`src/rtl/mem_pkg.sv`:
```
/*
 * Memory geometry, word index type and reset fill value
 */
package mem_pkg;

  // Storage depth in 32-bit words
  localparam int unsigned MemWords = 64;

  // Byte offset bits inside a word, dropped when indexing
  localparam int unsigned WordOffset = 2;

  // First byte address past the end of the memory
  localparam int unsigned MemBytes = MemWords << WordOffset;

  localparam int unsigned IdxWidth = $clog2(MemWords);

  typedef logic [IdxWidth-1:0] mem_idx_t;

  // Content of every word after reset
  localparam logic [31:0] MemResetValue = 32'h0;

endpackage

```
`src/rtl/axi_pkg.sv`:
```
/*
 * AXI4 widths, response codes and the five channel payload structs
 */
package axi_pkg;

  // Bus geometry
  localparam int unsigned IdWidth   = 4;
  localparam int unsigned AddrWidth = 32;
  localparam int unsigned DataWidth = 32;
  localparam int unsigned StrbWidth = DataWidth / 8;

  typedef logic [IdWidth-1:0]   id_t;
  typedef logic [AddrWidth-1:0] addr_t;
  typedef logic [DataWidth-1:0] data_t;
  typedef logic [StrbWidth-1:0] strb_t;
  typedef logic [1:0]           resp_t;

  // Response codes, EXOKAY and DECERR not produced here
  localparam resp_t RespOkay   = 2'b00;
  localparam resp_t RespSlvErr = 2'b10;

  // Write address channel
  typedef struct packed {
    id_t        id;
    addr_t      addr;
    logic [7:0] len;
    logic [2:0] size;
    logic [1:0] burst;
  } aw_chan_t;

  // Write data channel
  typedef struct packed {
    data_t data;
    strb_t strb;
    logic  last;
  } w_chan_t;

  // Write response channel
  typedef struct packed {
    id_t   id;
    resp_t resp;
  } b_chan_t;

  // Read address channel, same layout as aw
  typedef struct packed {
    id_t        id;
    addr_t      addr;
    logic [7:0] len;
    logic [2:0] size;
    logic [1:0] burst;
  } ar_chan_t;

  // Read data channel
  typedef struct packed {
    id_t   id;
    data_t data;
    resp_t resp;
    logic  last;
  } r_chan_t;

endpackage
```
`src/rtl/axi_buf_mem_top.sv`:
```
/*
 * AXI4 channel buffer in front of the on-chip memory subordinate
 */
`timescale 1ns/100ps

module axi_buf_mem_top #(
  parameter int unsigned Depth       = 2,
  parameter bit          FallThrough = 1'b0
) (
  input  logic              clk_i,
  input  logic              rst_n_i,
  input  axi_pkg::aw_chan_t sbr_aw_i,
  input  logic              sbr_aw_valid_i,
  output logic              sbr_aw_ready_o,
  input  axi_pkg::w_chan_t  sbr_w_i,
  input  logic              sbr_w_valid_i,
  output logic              sbr_w_ready_o,
  input  axi_pkg::ar_chan_t sbr_ar_i,
  input  logic              sbr_ar_valid_i,
  output logic              sbr_ar_ready_o,
  output axi_pkg::b_chan_t  sbr_b_o,
  output logic              sbr_b_valid_o,
  input  logic              sbr_b_ready_i,
  output axi_pkg::r_chan_t  sbr_r_o,
  output logic              sbr_r_valid_o,
  input  logic              sbr_r_ready_i
);

  import axi_pkg::*;

  // Buffer to memory links
  aw_chan_t mem_aw;
  logic     mem_aw_valid, mem_aw_ready;
  w_chan_t  mem_w;
  logic     mem_w_valid, mem_w_ready;
  ar_chan_t mem_ar;
  logic     mem_ar_valid, mem_ar_ready;
  b_chan_t  mem_b;
  logic     mem_b_valid, mem_b_ready;
  r_chan_t  mem_r;
  logic     mem_r_valid, mem_r_ready;

  axi_fifo #(
    .Depth      (Depth),
    .FallThrough(FallThrough)
  ) i_axi_fifo (
    .clk_i,
    .rst_n_i,
    .sbr_aw_i,
    .sbr_aw_valid_i,
    .sbr_aw_ready_o,
    .sbr_w_i,
    .sbr_w_valid_i,
    .sbr_w_ready_o,
    .sbr_ar_i,
    .sbr_ar_valid_i,
    .sbr_ar_ready_o,
    .sbr_b_o,
    .sbr_b_valid_o,
    .sbr_b_ready_i,
    .sbr_r_o,
    .sbr_r_valid_o,
    .sbr_r_ready_i,
    .mgr_aw_o      (mem_aw),
    .mgr_aw_valid_o(mem_aw_valid),
    .mgr_aw_ready_i(mem_aw_ready),
    .mgr_w_o       (mem_w),
    .mgr_w_valid_o (mem_w_valid),
    .mgr_w_ready_i (mem_w_ready),
    .mgr_ar_o      (mem_ar),
    .mgr_ar_valid_o(mem_ar_valid),
    .mgr_ar_ready_i(mem_ar_ready),
    .mgr_b_i       (mem_b),
    .mgr_b_valid_i (mem_b_valid),
    .mgr_b_ready_o (mem_b_ready),
    .mgr_r_i       (mem_r),
    .mgr_r_valid_i (mem_r_valid),
    .mgr_r_ready_o (mem_r_ready)
  );

  axi_mem_sub i_axi_mem_sub (
    .clk_i,
    .rst_n_i,
    .sbr_aw_i      (mem_aw),
    .sbr_aw_valid_i(mem_aw_valid),
    .sbr_aw_ready_o(mem_aw_ready),
    .sbr_w_i       (mem_w),
    .sbr_w_valid_i (mem_w_valid),
    .sbr_w_ready_o (mem_w_ready),
    .sbr_ar_i      (mem_ar),
    .sbr_ar_valid_i(mem_ar_valid),
    .sbr_ar_ready_o(mem_ar_ready),
    .sbr_b_o       (mem_b),
    .sbr_b_valid_o (mem_b_valid),
    .sbr_b_ready_i (mem_b_ready),
    .sbr_r_o       (mem_r),
    .sbr_r_valid_o (mem_r_valid),
    .sbr_r_ready_i (mem_r_ready)
  );

endmodule

```
`src/rtl/axi_mem_sub.sv`:
```
/*
 * Single-beat AXI4 memory subordinate with byte strobes,
 * range checking and one outstanding read and write
 */
`timescale 1ns/100ps

module axi_mem_sub (
  input  logic              clk_i,
  input  logic              rst_n_i,
  input  axi_pkg::aw_chan_t sbr_aw_i,
  input  logic              sbr_aw_valid_i,
  output logic              sbr_aw_ready_o,
  input  axi_pkg::w_chan_t  sbr_w_i,
  input  logic              sbr_w_valid_i,
  output logic              sbr_w_ready_o,
  input  axi_pkg::ar_chan_t sbr_ar_i,
  input  logic              sbr_ar_valid_i,
  output logic              sbr_ar_ready_o,
  output axi_pkg::b_chan_t  sbr_b_o,
  output logic              sbr_b_valid_o,
  input  logic              sbr_b_ready_i,
  output axi_pkg::r_chan_t  sbr_r_o,
  output logic              sbr_r_valid_o,
  input  logic              sbr_r_ready_i
);

  import axi_pkg::*;
  import mem_pkg::*;

  data_t    mem_q [MemWords];
  aw_chan_t aw_q;
  w_chan_t  w_q;
  logic     aw_held_q;
  logic     w_held_q;
  b_chan_t  b_q;
  logic     b_valid_q;
  r_chan_t  r_q;
  logic     r_valid_q;
  mem_idx_t wr_idx;
  mem_idx_t rd_idx;
  logic     wr_in_range;
  logic     rd_in_range;
  logic     aw_hs;
  logic     w_hs;
  logic     ar_hs;
  logic     do_write;

  // Address decode, low bits select the byte lane only
  assign wr_idx      = aw_q.addr[WordOffset +: IdxWidth];
  assign rd_idx      = sbr_ar_i.addr[WordOffset +: IdxWidth];
  assign wr_in_range = (aw_q.addr < MemBytes);
  assign rd_in_range = (sbr_ar_i.addr < MemBytes);

  // Each write channel takes one beat, then waits for the response to drain
  assign sbr_aw_ready_o = !aw_held_q && !b_valid_q;
  assign sbr_w_ready_o  = !w_held_q && !b_valid_q;
  assign sbr_ar_ready_o = !r_valid_q;

  assign aw_hs    = sbr_aw_valid_i && sbr_aw_ready_o;
  assign w_hs     = sbr_w_valid_i && sbr_w_ready_o;
  assign ar_hs    = sbr_ar_valid_i && sbr_ar_ready_o;
  assign do_write = aw_held_q && w_held_q;

  assign sbr_b_o       = b_q;
  assign sbr_b_valid_o = b_valid_q;
  assign sbr_r_o       = r_q;
  assign sbr_r_valid_o = r_valid_q;

  always_ff @(posedge clk_i or negedge rst_n_i) begin
    if (!rst_n_i) begin
      aw_held_q <= 1'b0;
      w_held_q  <= 1'b0;
      b_valid_q <= 1'b0;
      r_valid_q <= 1'b0;
    end else begin
      if (aw_hs) begin
        aw_held_q <= 1'b1;
      end else if (do_write) begin
        aw_held_q <= 1'b0;
      end
      if (w_hs) begin
        w_held_q <= 1'b1;
      end else if (do_write) begin
        w_held_q <= 1'b0;
      end
      if (do_write) begin
        b_valid_q <= 1'b1;
      end else if (sbr_b_ready_i) begin
        b_valid_q <= 1'b0;
      end
      if (ar_hs) begin
        r_valid_q <= 1'b1;
      end else if (sbr_r_ready_i) begin
        r_valid_q <= 1'b0;
      end
    end
  end

  // Captured requests and pending responses
  always_ff @(posedge clk_i) begin
    if (aw_hs) begin
      aw_q <= sbr_aw_i;
    end
    if (w_hs) begin
      w_q <= sbr_w_i;
    end
    if (do_write) begin
      b_q.id   <= aw_q.id;
      b_q.resp <= wr_in_range ? RespOkay : RespSlvErr;
    end
    if (ar_hs) begin
      r_q.id   <= sbr_ar_i.id;
      r_q.data <= rd_in_range ? mem_q[rd_idx] : '0;
      r_q.resp <= rd_in_range ? RespOkay : RespSlvErr;
      r_q.last <= 1'b1;
    end
  end

  // Storage, only strobed lanes of an in-range word change
  always_ff @(posedge clk_i or negedge rst_n_i) begin
    if (!rst_n_i) begin
      for (int i = 0; i < MemWords; i++) begin
        mem_q[i] <= MemResetValue;
      end
    end else if (do_write && wr_in_range) begin
      for (int b = 0; b < StrbWidth; b++) begin
        if (w_q.strb[b]) begin
          mem_q[wr_idx][8*b +: 8] <= w_q.data[8*b +: 8];
        end
      end
    end
  end

  // Bursts are not supported
  a_aw_single_beat : assert property (@(posedge clk_i) disable iff (!rst_n_i)
    sbr_aw_valid_i |-> sbr_aw_i.len == '0)
    else $error("axi_mem_sub: aw burst with len %0d", sbr_aw_i.len);

  a_ar_single_beat : assert property (@(posedge clk_i) disable iff (!rst_n_i)
    sbr_ar_valid_i |-> sbr_ar_i.len == '0)
    else $error("axi_mem_sub: ar burst with len %0d", sbr_ar_i.len);

endmodule

```
`src/rtl/axi_fifo.sv`:
```
/*
 * AXI4 channel buffer, one queue per channel,
 * or a straight connection when Depth is zero
 */
`timescale 1ns/100ps

module axi_fifo #(
  parameter int unsigned Depth       = 2,
  parameter bit          FallThrough = 1'b0
) (
  input  logic              clk_i,
  input  logic              rst_n_i,
  // Subordinate side, towards the external manager
  input  axi_pkg::aw_chan_t sbr_aw_i,
  input  logic              sbr_aw_valid_i,
  output logic              sbr_aw_ready_o,
  input  axi_pkg::w_chan_t  sbr_w_i,
  input  logic              sbr_w_valid_i,
  output logic              sbr_w_ready_o,
  input  axi_pkg::ar_chan_t sbr_ar_i,
  input  logic              sbr_ar_valid_i,
  output logic              sbr_ar_ready_o,
  output axi_pkg::b_chan_t  sbr_b_o,
  output logic              sbr_b_valid_o,
  input  logic              sbr_b_ready_i,
  output axi_pkg::r_chan_t  sbr_r_o,
  output logic              sbr_r_valid_o,
  input  logic              sbr_r_ready_i,
  // Manager side, towards the memory
  output axi_pkg::aw_chan_t mgr_aw_o,
  output logic              mgr_aw_valid_o,
  input  logic              mgr_aw_ready_i,
  output axi_pkg::w_chan_t  mgr_w_o,
  output logic              mgr_w_valid_o,
  input  logic              mgr_w_ready_i,
  output axi_pkg::ar_chan_t mgr_ar_o,
  output logic              mgr_ar_valid_o,
  input  logic              mgr_ar_ready_i,
  input  axi_pkg::b_chan_t  mgr_b_i,
  input  logic              mgr_b_valid_i,
  output logic              mgr_b_ready_o,
  input  axi_pkg::r_chan_t  mgr_r_i,
  input  logic              mgr_r_valid_i,
  output logic              mgr_r_ready_o
);

  import axi_pkg::*;

  if (Depth == 0) begin : gen_no_fifo
    // Plain wires, no added latency
    assign mgr_aw_o       = sbr_aw_i;
    assign mgr_aw_valid_o = sbr_aw_valid_i;
    assign sbr_aw_ready_o = mgr_aw_ready_i;
    assign mgr_w_o        = sbr_w_i;
    assign mgr_w_valid_o  = sbr_w_valid_i;
    assign sbr_w_ready_o  = mgr_w_ready_i;
    assign mgr_ar_o       = sbr_ar_i;
    assign mgr_ar_valid_o = sbr_ar_valid_i;
    assign sbr_ar_ready_o = mgr_ar_ready_i;
    assign sbr_b_o        = mgr_b_i;
    assign sbr_b_valid_o  = mgr_b_valid_i;
    assign mgr_b_ready_o  = sbr_b_ready_i;
    assign sbr_r_o        = mgr_r_i;
    assign sbr_r_valid_o  = mgr_r_valid_i;
    assign mgr_r_ready_o  = sbr_r_ready_i;
  end else begin : gen_fifo
    logic aw_full, w_full, ar_full, b_full, r_full;
    logic aw_empty, w_empty, ar_empty, b_empty, r_empty;

    // Upstream ready follows free space, downstream valid follows content
    assign sbr_aw_ready_o = !aw_full;
    assign sbr_w_ready_o  = !w_full;
    assign sbr_ar_ready_o = !ar_full;
    assign mgr_b_ready_o  = !b_full;
    assign mgr_r_ready_o  = !r_full;

    assign mgr_aw_valid_o = !aw_empty;
    assign mgr_w_valid_o  = !w_empty;
    assign mgr_ar_valid_o = !ar_empty;
    assign sbr_b_valid_o  = !b_empty;
    assign sbr_r_valid_o  = !r_empty;

    fifo_buf #(.Depth(Depth), .FallThrough(FallThrough), .dtype(aw_chan_t)) i_aw_fifo (
      .clk_i,
      .rst_n_i,
      .data_i (sbr_aw_i),
      .push_i (sbr_aw_valid_i && sbr_aw_ready_o),
      .data_o (mgr_aw_o),
      .pop_i  (mgr_aw_valid_o && mgr_aw_ready_i),
      .full_o (aw_full),
      .empty_o(aw_empty)
    );

    fifo_buf #(.Depth(Depth), .FallThrough(FallThrough), .dtype(w_chan_t)) i_w_fifo (
      .clk_i,
      .rst_n_i,
      .data_i (sbr_w_i),
      .push_i (sbr_w_valid_i && sbr_w_ready_o),
      .data_o (mgr_w_o),
      .pop_i  (mgr_w_valid_o && mgr_w_ready_i),
      .full_o (w_full),
      .empty_o(w_empty)
    );

    fifo_buf #(.Depth(Depth), .FallThrough(FallThrough), .dtype(ar_chan_t)) i_ar_fifo (
      .clk_i,
      .rst_n_i,
      .data_i (sbr_ar_i),
      .push_i (sbr_ar_valid_i && sbr_ar_ready_o),
      .data_o (mgr_ar_o),
      .pop_i  (mgr_ar_valid_o && mgr_ar_ready_i),
      .full_o (ar_full),
      .empty_o(ar_empty)
    );

    // Response queues run from manager side back to subordinate side
    fifo_buf #(.Depth(Depth), .FallThrough(FallThrough), .dtype(b_chan_t)) i_b_fifo (
      .clk_i,
      .rst_n_i,
      .data_i (mgr_b_i),
      .push_i (mgr_b_valid_i && mgr_b_ready_o),
      .data_o (sbr_b_o),
      .pop_i  (sbr_b_valid_o && sbr_b_ready_i),
      .full_o (b_full),
      .empty_o(b_empty)
    );

    fifo_buf #(.Depth(Depth), .FallThrough(FallThrough), .dtype(r_chan_t)) i_r_fifo (
      .clk_i,
      .rst_n_i,
      .data_i (mgr_r_i),
      .push_i (mgr_r_valid_i && mgr_r_ready_o),
      .data_o (sbr_r_o),
      .pop_i  (sbr_r_valid_o && sbr_r_ready_i),
      .full_o (r_full),
      .empty_o(r_empty)
    );
  end

  // Manager must hold a stalled request steady until it is taken
  a_aw_stable : assert property (@(posedge clk_i) disable iff (!rst_n_i)
    sbr_aw_valid_i && !sbr_aw_ready_o |=> sbr_aw_valid_i && $stable(sbr_aw_i))
    else $error("axi_fifo: aw payload changed while stalled");

  a_w_stable : assert property (@(posedge clk_i) disable iff (!rst_n_i)
    sbr_w_valid_i && !sbr_w_ready_o |=> sbr_w_valid_i && $stable(sbr_w_i))
    else $error("axi_fifo: w payload changed while stalled");

endmodule

```
`src/rtl/fifo_buf.sv`:
```
/*
 * Synchronous circular queue for any payload type,
 * with full and empty flags and an optional fall-through path
 */
`timescale 1ns/100ps

module fifo_buf #(
  parameter int unsigned Depth       = 2,
  parameter bit          FallThrough = 1'b0,
  parameter type         dtype       = logic
) (
  input  logic clk_i,
  input  logic rst_n_i,
  input  dtype data_i,
  input  logic push_i,
  output dtype data_o,
  input  logic pop_i,
  output logic full_o,
  output logic empty_o
);

  localparam int unsigned PtrWidth = (Depth > 1) ? $clog2(Depth) : 1;
  localparam int unsigned CntWidth = $clog2(Depth + 1);
  localparam logic [PtrWidth-1:0] LastSlot = PtrWidth'(Depth - 1);

  dtype                mem_q [Depth];
  logic [PtrWidth-1:0] rd_ptr_q;
  logic [PtrWidth-1:0] wr_ptr_q;
  logic [CntWidth-1:0] count_q;
  logic                bypass;
  logic                do_write;
  logic                do_read;

  // Push into an empty queue goes straight to the output in fall-through mode
  assign bypass = FallThrough && (count_q == '0) && push_i;

  // A bypassed item popped in the same cycle never touches the storage
  assign do_write = push_i && !(bypass && pop_i);
  assign do_read  = pop_i && !bypass;

  assign full_o  = (count_q == CntWidth'(Depth));
  assign empty_o = (count_q == '0) && !bypass;
  assign data_o  = bypass ? data_i : mem_q[rd_ptr_q];

  always_ff @(posedge clk_i or negedge rst_n_i) begin
    if (!rst_n_i) begin
      rd_ptr_q <= '0;
      wr_ptr_q <= '0;
      count_q  <= '0;
    end else begin
      if (do_write) begin
        wr_ptr_q <= (wr_ptr_q == LastSlot) ? '0 : wr_ptr_q + 1'b1;
      end
      if (do_read) begin
        rd_ptr_q <= (rd_ptr_q == LastSlot) ? '0 : rd_ptr_q + 1'b1;
      end
      // Occupancy stays put on a simultaneous push and pop
      if (do_write && !do_read) begin
        count_q <= count_q + 1'b1;
      end else if (do_read && !do_write) begin
        count_q <= count_q - 1'b1;
      end
    end
  end

  always_ff @(posedge clk_i) begin
    if (do_write) begin
      mem_q[wr_ptr_q] <= data_i;
    end
  end

  // The parent gates push and pop with the flags
  a_no_push_full : assert property (@(posedge clk_i) disable iff (!rst_n_i)
    push_i |-> !full_o)
    else $error("fifo_buf: push while full");

  a_no_pop_empty : assert property (@(posedge clk_i) disable iff (!rst_n_i)
    pop_i |-> !empty_o)
    else $error("fifo_buf: pop while empty");

endmodule

```
`config.mk`:
```
export PLATFORM = sky130hd
export DESIGN_NAME = axi_buf_mem_top
export DESIGN_NICKNAME = d
export VERILOG_FILES = /design/src/rtl/mem_pkg.sv /design/src/rtl/axi_pkg.sv /design/src/rtl/axi_buf_mem_top.sv /design/src/rtl/axi_mem_sub.sv /design/src/rtl/axi_fifo.sv /design/src/rtl/fifo_buf.sv
export SDC_FILE = /design/constraint.sdc
export NUM_CORES = 2
export LEC_CHECK = 0
export ABC_AREA = 0
export BUFFER_PORTS_ARGS = -buffer_cell sky130_fd_sc_hd__buf_4
export CAP_MARGIN = 5
export CORE_MARGIN = 2
export CORE_UTILIZATION = 35
export DETAILED_ROUTE_END_ITERATION = 7
export PLACE_DENSITY = 0.59
export SYNTH_ARGS = -nofsm -noshare
export SYNTH_HDL_FRONTEND = slang
export SYNTH_SLANG_ARGS = --single-unit
```
`constraint.sdc`:
```
create_clock -name clk_i -period 4 [get_ports clk_i]
set_input_delay 0.2 -clock clk_i [delete_from_list [all_inputs] [get_ports clk_i]]
set_output_delay 0.2 -clock clk_i [all_outputs]
set_load 0.02 [all_outputs]
```
* After elaboration in Yosys (flattened, before gate mapping)
Memory sizes are Yosys's and may differ from the RTL's. A register that Yosys moved wholly into a read port is not among the register bits. Cells that the tools add are included.
Cells by class: magnitude comparators 5, add/subtract/negate cells 20, eq/ne operators 7, bitwise logic cells 2, reduce and logical (&&, ||, !) cells 61, mux-type cells 61
Operators by type and width (count):
- two-way mux 2048 bit | 7
- bitwise mux 2048 bit | 4
- demux 32 bit (select 6 bit) | 4
- binary-select mux 32 bit (select 6 bit) | 1
- two-way mux 32 bit | 3
- less-than comparator 32 x 9 -> 1 bit (second input constant) | 2
- two-way mux 1 bit | 27
- logical AND 1 bit | 25
- logical NOT 1 bit | 24
- two-way mux 2 bit | 12
- two-way mux 24 bit | 1
- two-way mux 16 bit | 1
- greater-or-equal comparator 7 bit (second input constant) | 2
- inverter 6 -> 7 bit | 2
- nonzero test 2 bit | 7
- adder 1 bit (second input constant) | 10
- adder 2 x 1 -> 2 bit (second input constant) | 5
- == test 2 bit (second input constant) | 5
- logical NOT 2 bit | 5
- subtractor 2 x 1 -> 2 bit (second input constant) | 5
- two-way mux 8 bit | 1
- less-than comparator 7 x 1 -> 1 bit (second input constant) | 1
- inequality test 2 x 1 -> 1 bit (second input constant) | 1
- inequality test 2 bit (second input constant) | 1
Storage, ports and cells: word-level logic and storage cells 249, output and inout port bits 50, register bits after elaboration 2116, memories 5, memory bits (writable) 358
Memory list:
- i_axi_fifo.gen_fifo.i_ar_fifo.mem_q | words 2, bits a word 49, rd ports 1, clocked after memory_dff 0, write ports 1, line fifo_buf.sv:26 | dtype mem_q [Depth];
- i_axi_fifo.gen_fifo.i_aw_fifo.mem_q | words 2, bits a word 49, rd ports 1, clocked after memory_dff 1, write ports 1, line fifo_buf.sv:26
- i_axi_fifo.gen_fifo.i_r_fifo.mem_q | words 2, bits a word 38, rd ports 1, clocked after memory_dff 0, write ports 1, line fifo_buf.sv:26
- i_axi_fifo.gen_fifo.i_w_fifo.mem_q | words 2, bits a word 37, rd ports 1, clocked after memory_dff 1, write ports 1, line fifo_buf.sv:26
- i_axi_fifo.gen_fifo.i_b_fifo.mem_q | words 2, bits a word 6, rd ports 1, clocked after memory_dff 0, write ports 1, line fifo_buf.sv:26

* Longest topological paths before layout
word-level depth 16, mapped depth 12

* Modules after synthesis
From an unflattened synthesis, not the netlist that was laid out.
Unflattened totals: cells, all modules 6742, area, all modules 112452.9 um2
By module, submodules not included:
- axi_mem_sub | times used 1, sequential area each 54712.5 um2, cells an instance 6081, area an instance 97826.3 um2
- fifo_buf at i_axi_fifo.gen_fifo.i_ar_fifo ... | times used 2, sequential area each 3042.9 um2, cells an instance 169, area an instance 3976.3 um2
- fifo_buf at i_axi_fifo.gen_fifo.i_r_fifo | times used 1, sequential area each 2442.3 um2, cells an instance 137, area an instance 3012.9 um2
- fifo_buf at i_axi_fifo.gen_fifo.i_w_fifo | times used 1, sequential area each 2322.2 um2, cells an instance 131, area an instance 2939.1 um2
- fifo_buf at i_axi_fifo.gen_fifo.i_b_fifo | times used 1, sequential area each 460.4 um2, cells an instance 35, area an instance 621.8 um2
- axi_fifo | times used 1, sequential area each 0.0 um2, cells an instance 20, area an instance 100.1 um2

* Worst setup path before layout
OpenSTA, ideal clock, no wires.
path type register to register, from register i_axi_fifo.gen_fifo.i_w_fifo.count_q[0], to memory i_axi_fifo.gen_fifo.i_w_fifo.mem_q[0][10] (netlist bit) (enable), arrival time 2321 ps, clock period less this slack 2750 ps, cell stages (with the launch flop) 4, path slack 1250 ps, buffers on the path 0, required time 3571 ps, cells stage by stage dfrtp_1 nand2b_1 nand2_1 nor2_1
Between the ends: longest elaborated chain between the ends 5
Ends and longest elaborated chain:
- from (decl) | line fifo_buf.sv:29 | logic [CntWidth-1:0] count_q;
- from (signal assigned) | line fifo_buf.sv:59 | count_q <= count_q + 1'b1;
- from (signal assigned) | line fifo_buf.sv:61 | count_q <= count_q - 1'b1;
- == test 2 bit | line fifo_buf.sv:41 | assign full_o = (count_q == CntWidth'(Depth));
- logical NOT 1 bit | line axi_fifo.sv:72 | assign sbr_w_ready_o = !w_full;
- net sbr_w_ready_o | line axi_buf_mem_top.sv:17 | output logic sbr_w_ready_o,
- logical AND 1 bit | line axi_fifo.sv:98 | .push_i (sbr_w_valid_i && sbr_w_ready_o),
- two-way mux 1 bit | line fifo_buf.sv:67 | if (do_write) begin
- two-way mux 1 bit (implied by the code) | line fifo_buf.sv:68 | mem_q[wr_ptr_q] <= data_i;
- to (decl) | line fifo_buf.sv:26
The timed path passes the listed nets, and every way through them passes these cells.

* Final worst setup path
from register i_axi_fifo.gen_fifo.i_ar_fifo.rd_ptr_q, to register i_axi_mem_sub.r_q, in the netlist i_axi_mem_sub.sbr_r_o[14] (data pin)
Between the ends: longest elaborated chain between the ends 5, elaborated cells between the ends (all ways) 6
Ends and longest elaborated chain:
- from (decl) | line fifo_buf.sv:27 | logic [PtrWidth-1:0] rd_ptr_q;
- from (signal assigned) | line fifo_buf.sv:55 | rd_ptr_q <= (rd_ptr_q == LastSlot) ? '0 : rd_ptr_q + 1'b1;
- memory (2 x 49 bit) *
- inverter 6 -> 7 bit (implied by the code) | line axi_mem_sub.sv:113 | r_q.data <= rd_in_range ? mem_q[rd_idx] : '0;
- binary-select mux 32 bit (select 6 bit) | line axi_mem_sub.sv:113
- two-way mux 32 bit (implied by the code) (2 in a row) | line axi_mem_sub.sv:113
- to (decl) | line axi_mem_sub.sv:37 | r_chan_t r_q;
Every way passes the cells marked *; elsewhere a longest branch is shown, timed or not. The select of a mux whose other input is x is not followed. A chain may end at the register's enable or synchronous reset.

==> metrics <==
CTS Hold Bufs=about 110; Core Box Area=309000 um^2; reg-to-reg critical path endpoint=i_axi_mem_sub.sbr_r_o[14]; IO Pins=between 150 and 200; Die W=562 um; FP Rows=204; routability cong.=0.831; worst-path fanout max=24; IO buf count=157; peak supply drop=549 uV; Setup CP Type=reg2reg; worst-case clock buffer depth=4; warnings from Yosys=0; Avg Cell Area, Syn=15.5 um^2; PD cells=569 nW/um^2; max_cap viols=0; post_cts resized=0; synthesized flop and latch total=around 2500; Max-slew headroom=13.4%; Cell Area, Synth=109000 um^2; commonest non-fill, non-tap cell in the layout=dfrtp_1; Routed Antenna Nets=0; Final Cell Area=around 130000 um^2; Post-synth ARST share=83.7%; sequential area share after synthesis=58.8%; clock period minus worst slack=approximately 3.6 ns; final hold viol count=0; Worst Max-Slew Pin Slew=between 1 and 1.5 ns; Fin Hold WS=0.0619 ns; Syn-to-layout area delta=16.4%; Final Skew=0.0535 ns; global route overflow=0; Starting Density=35.2%; TritonCTS clock tree=yes; Lkg Pwr=about 59 nW; Clock Sink Count=between 2000 and 2500; Clk pin slew, worst setup/hold paths=0.06 ns; Die H=562 um; initial antenna violation count=16; Final WS setup=0.393 ns; EDFF count, synth=404; top post-synthesis cells by area=dfrtp_1, mux2_2, edfxtp_1; Synth cell types=66; Layout Nets=between 7000 and 8000; Post-synth top flop=dfrtp_1; WP data required=4.56 ns; max-slew violations=0; Critical Path Most Common Cell=buf_4; Hold Crit Class=in2reg; worst-case reg-to-reg path depth=7; CP Data Arrival Time=4.16 ns; crit path capture type=register; family with the most delay on the worst path=simple AND/OR/NAND/NOR gates; vias per cell=5.42; Area after DPL=117000 um^2; CP Buf/Inv Count=2; outcome=finished, final reports clean; cts bufs inserted=about 270; clock latency on the worst-skew pair=0.87 ns; fmax=0.277 GHz; start point of the critical path=i_axi_fifo.gen_fifo.i_ar_fifo.rd_ptr_q; period utilization=90.2%; All-Layer GR Usage=20.0%; Synth Instances=7019; Final setup viols=0; Worst Min Path Start=sbr_aw_i[38]; vias=63900; CP max stage cell=nor2_4; Post-CTS Setup Repair Bufs=0; DR pass1 iterations=7; number of global-route vias before repair=67300; DP Worst Slack=0.426 ns; CP Depth=7; Cell Chain, Critical Path=buf_4 -> mux2_4 -> nor2_4 -> buf_4 -> nand3_1 -> o311ai_1 -> o22ai_1; top-area cell type share of the netlist area=47.6%; setup TNS=0 ns; Slowest Stage Delay on Critical Path=~0.78 ns; die area=315000 um^2; drt total wl=317 mm; HPWL after DPL=~210 mm; Wirelength per Cell=26.9 um; H-tree depth=5; pin count of the biggest net entering global routing=156; Critical Path End=i_axi_mem_sub.sbr_r_o[14]; first-pass GRT wire length=469 mm; RSZ-0062 raised after global routing=no; root buf cell=clkbuf_16; CP Launch Type=register; Synth area leader=dfrtp_1; RR Startpoint=i_axi_fifo.gen_fifo.i_ar_fifo.rd_ptr_q; residual DRC count=0; fraction of layout cells with a size suffix above 1=between 40% and 50%; 1st-iter DRT viols=4889; most frequent cells in the layout=dfrtp_1, mux2_2, nand2_1, mux2_1, buf_4; R2R setup slack=a little under 0.4 ns
==> synth_stat cells, types with 18 or more instances <==
library cell  instances
nand2_2              36
nand2_1             574
buf_2               112
o21ai_0              25
buf_4                36
mux2_2             1683
and3_1               22
nor2_2               30
edfxtp_1            404
dfrtp_1            2072
a2111oi_0            18
clkbuf_1            270
buf_1                54
mux2i_1             135
mux4_2              463
nor2_1              103
o22ai_1              42
mux2_1              488
nand3_1             226
==> worst register-to-register path, stage by stage, from the launching register on <==
cell and delay, ns:
dfrtp_1 0.68, buf_4 0.34, mux2_4 0.59, nor2_4 0.79, buf_4 0.31, nand3_1 0.14, o311ai_1 0.29, o22ai_1 0.19
==> registers in the layout, indices dropped and copies added (netlist names), 5 cells and up <==
signal	count
i_axi_mem_sub.mem_q	2048
i_axi_fifo.gen_fifo.i_r_fifo.mem_q	74
i_axi_fifo.gen_fifo.i_w_fifo.mem_q	72
i_axi_fifo.gen_fifo.i_ar_fifo.mem_q	68
i_axi_fifo.gen_fifo.i_aw_fifo.mem_q	68
i_axi_mem_sub.sbr_r_o	37
i_axi_mem_sub.w_q	36
i_axi_mem_sub.aw_q	34
i_axi_fifo.gen_fifo.i_b_fifo.mem_q	10
i_axi_mem_sub.sbr_b_o	5
==> cell families after synthesis <==
logic type | synth area share [%]
simple gates | 4.30
xor+xnor | 0.201
other cells | 0.00690
buf+inv | 2.05
flops | 58.8
mux | 33.3
compound gates | 1.26
fa+ha+maj | 0.0575
==> area by class of cell <==
class                           count  area [um^2]
Fill cell                       27900       182000
Sequential cell                  2476        64000
Timing Repair Buffer              633         5670
Antenna cell                       12         30.0
Tap cell                         4120         5150
Inverter                           12         45.0
Multi-Input combinational cell   4047        42800
Clock buffer                      386         8040
Clock inverter                    101          976
==> metrics by stage <==
step,cells,power [mW],utilization [%]
2_1_floorplan,7020,38.4,-
3_3_place_gp,11200,46.8,37.7
3_5_place_dp,11200,47.1,37.7
4_1_cts,11800,72.7,41.0
5_1_grt,11800,74.7,41.0
6_report,11800,72.1,41.0
==> how the worst min path moves through the flow <==
stage                                                       to  slack, ns  cells past startpoint
CTS                 i_axi_fifo.gen_fifo.i_aw_fifo.mem_q[1][38]      0.009                      2
finish              i_axi_fifo.gen_fifo.i_aw_fifo.mem_q[1][38]       0.06                      2
global placement                     i_axi_mem_sub.mem_q[1614]       0.16                      1
detailed placement                   i_axi_mem_sub.mem_q[1646]       0.15                      1
global route        i_axi_fifo.gen_fifo.i_aw_fifo.mem_q[1][38]       0.03                      2
floorplan             i_axi_fifo.gen_fifo.i_ar_fifo.count_q[0]       -0.1                      0
==> power by group <==
part	internal (mW)	total [mW]	leakage [nW]	switching, mW
Clock	15.0	25.4	4.46	10.4
Combinational	5.18	17.6	21.6	12.4
Sequential	27.7	29.1	32.7	1.43
Total	47.8	72.1	58.7	24.3
==> layer usage <==
| metal | track usage, % | wire length (um) | vias to the layer above |
|---|---|---|---|
| met4 | 6.87 | 11500 | 8 |
| met5 | 0.392 | 211 | - |
| li1 | - | - | 26900 |
| met3 | 4.46 | 20500 | 508 |
| met2 | 31.1 | 145000 | 1797 |
| met1 | 27.5 | 140000 | 34600 |
Note: power is estimated with default switching activity, not from simulation.
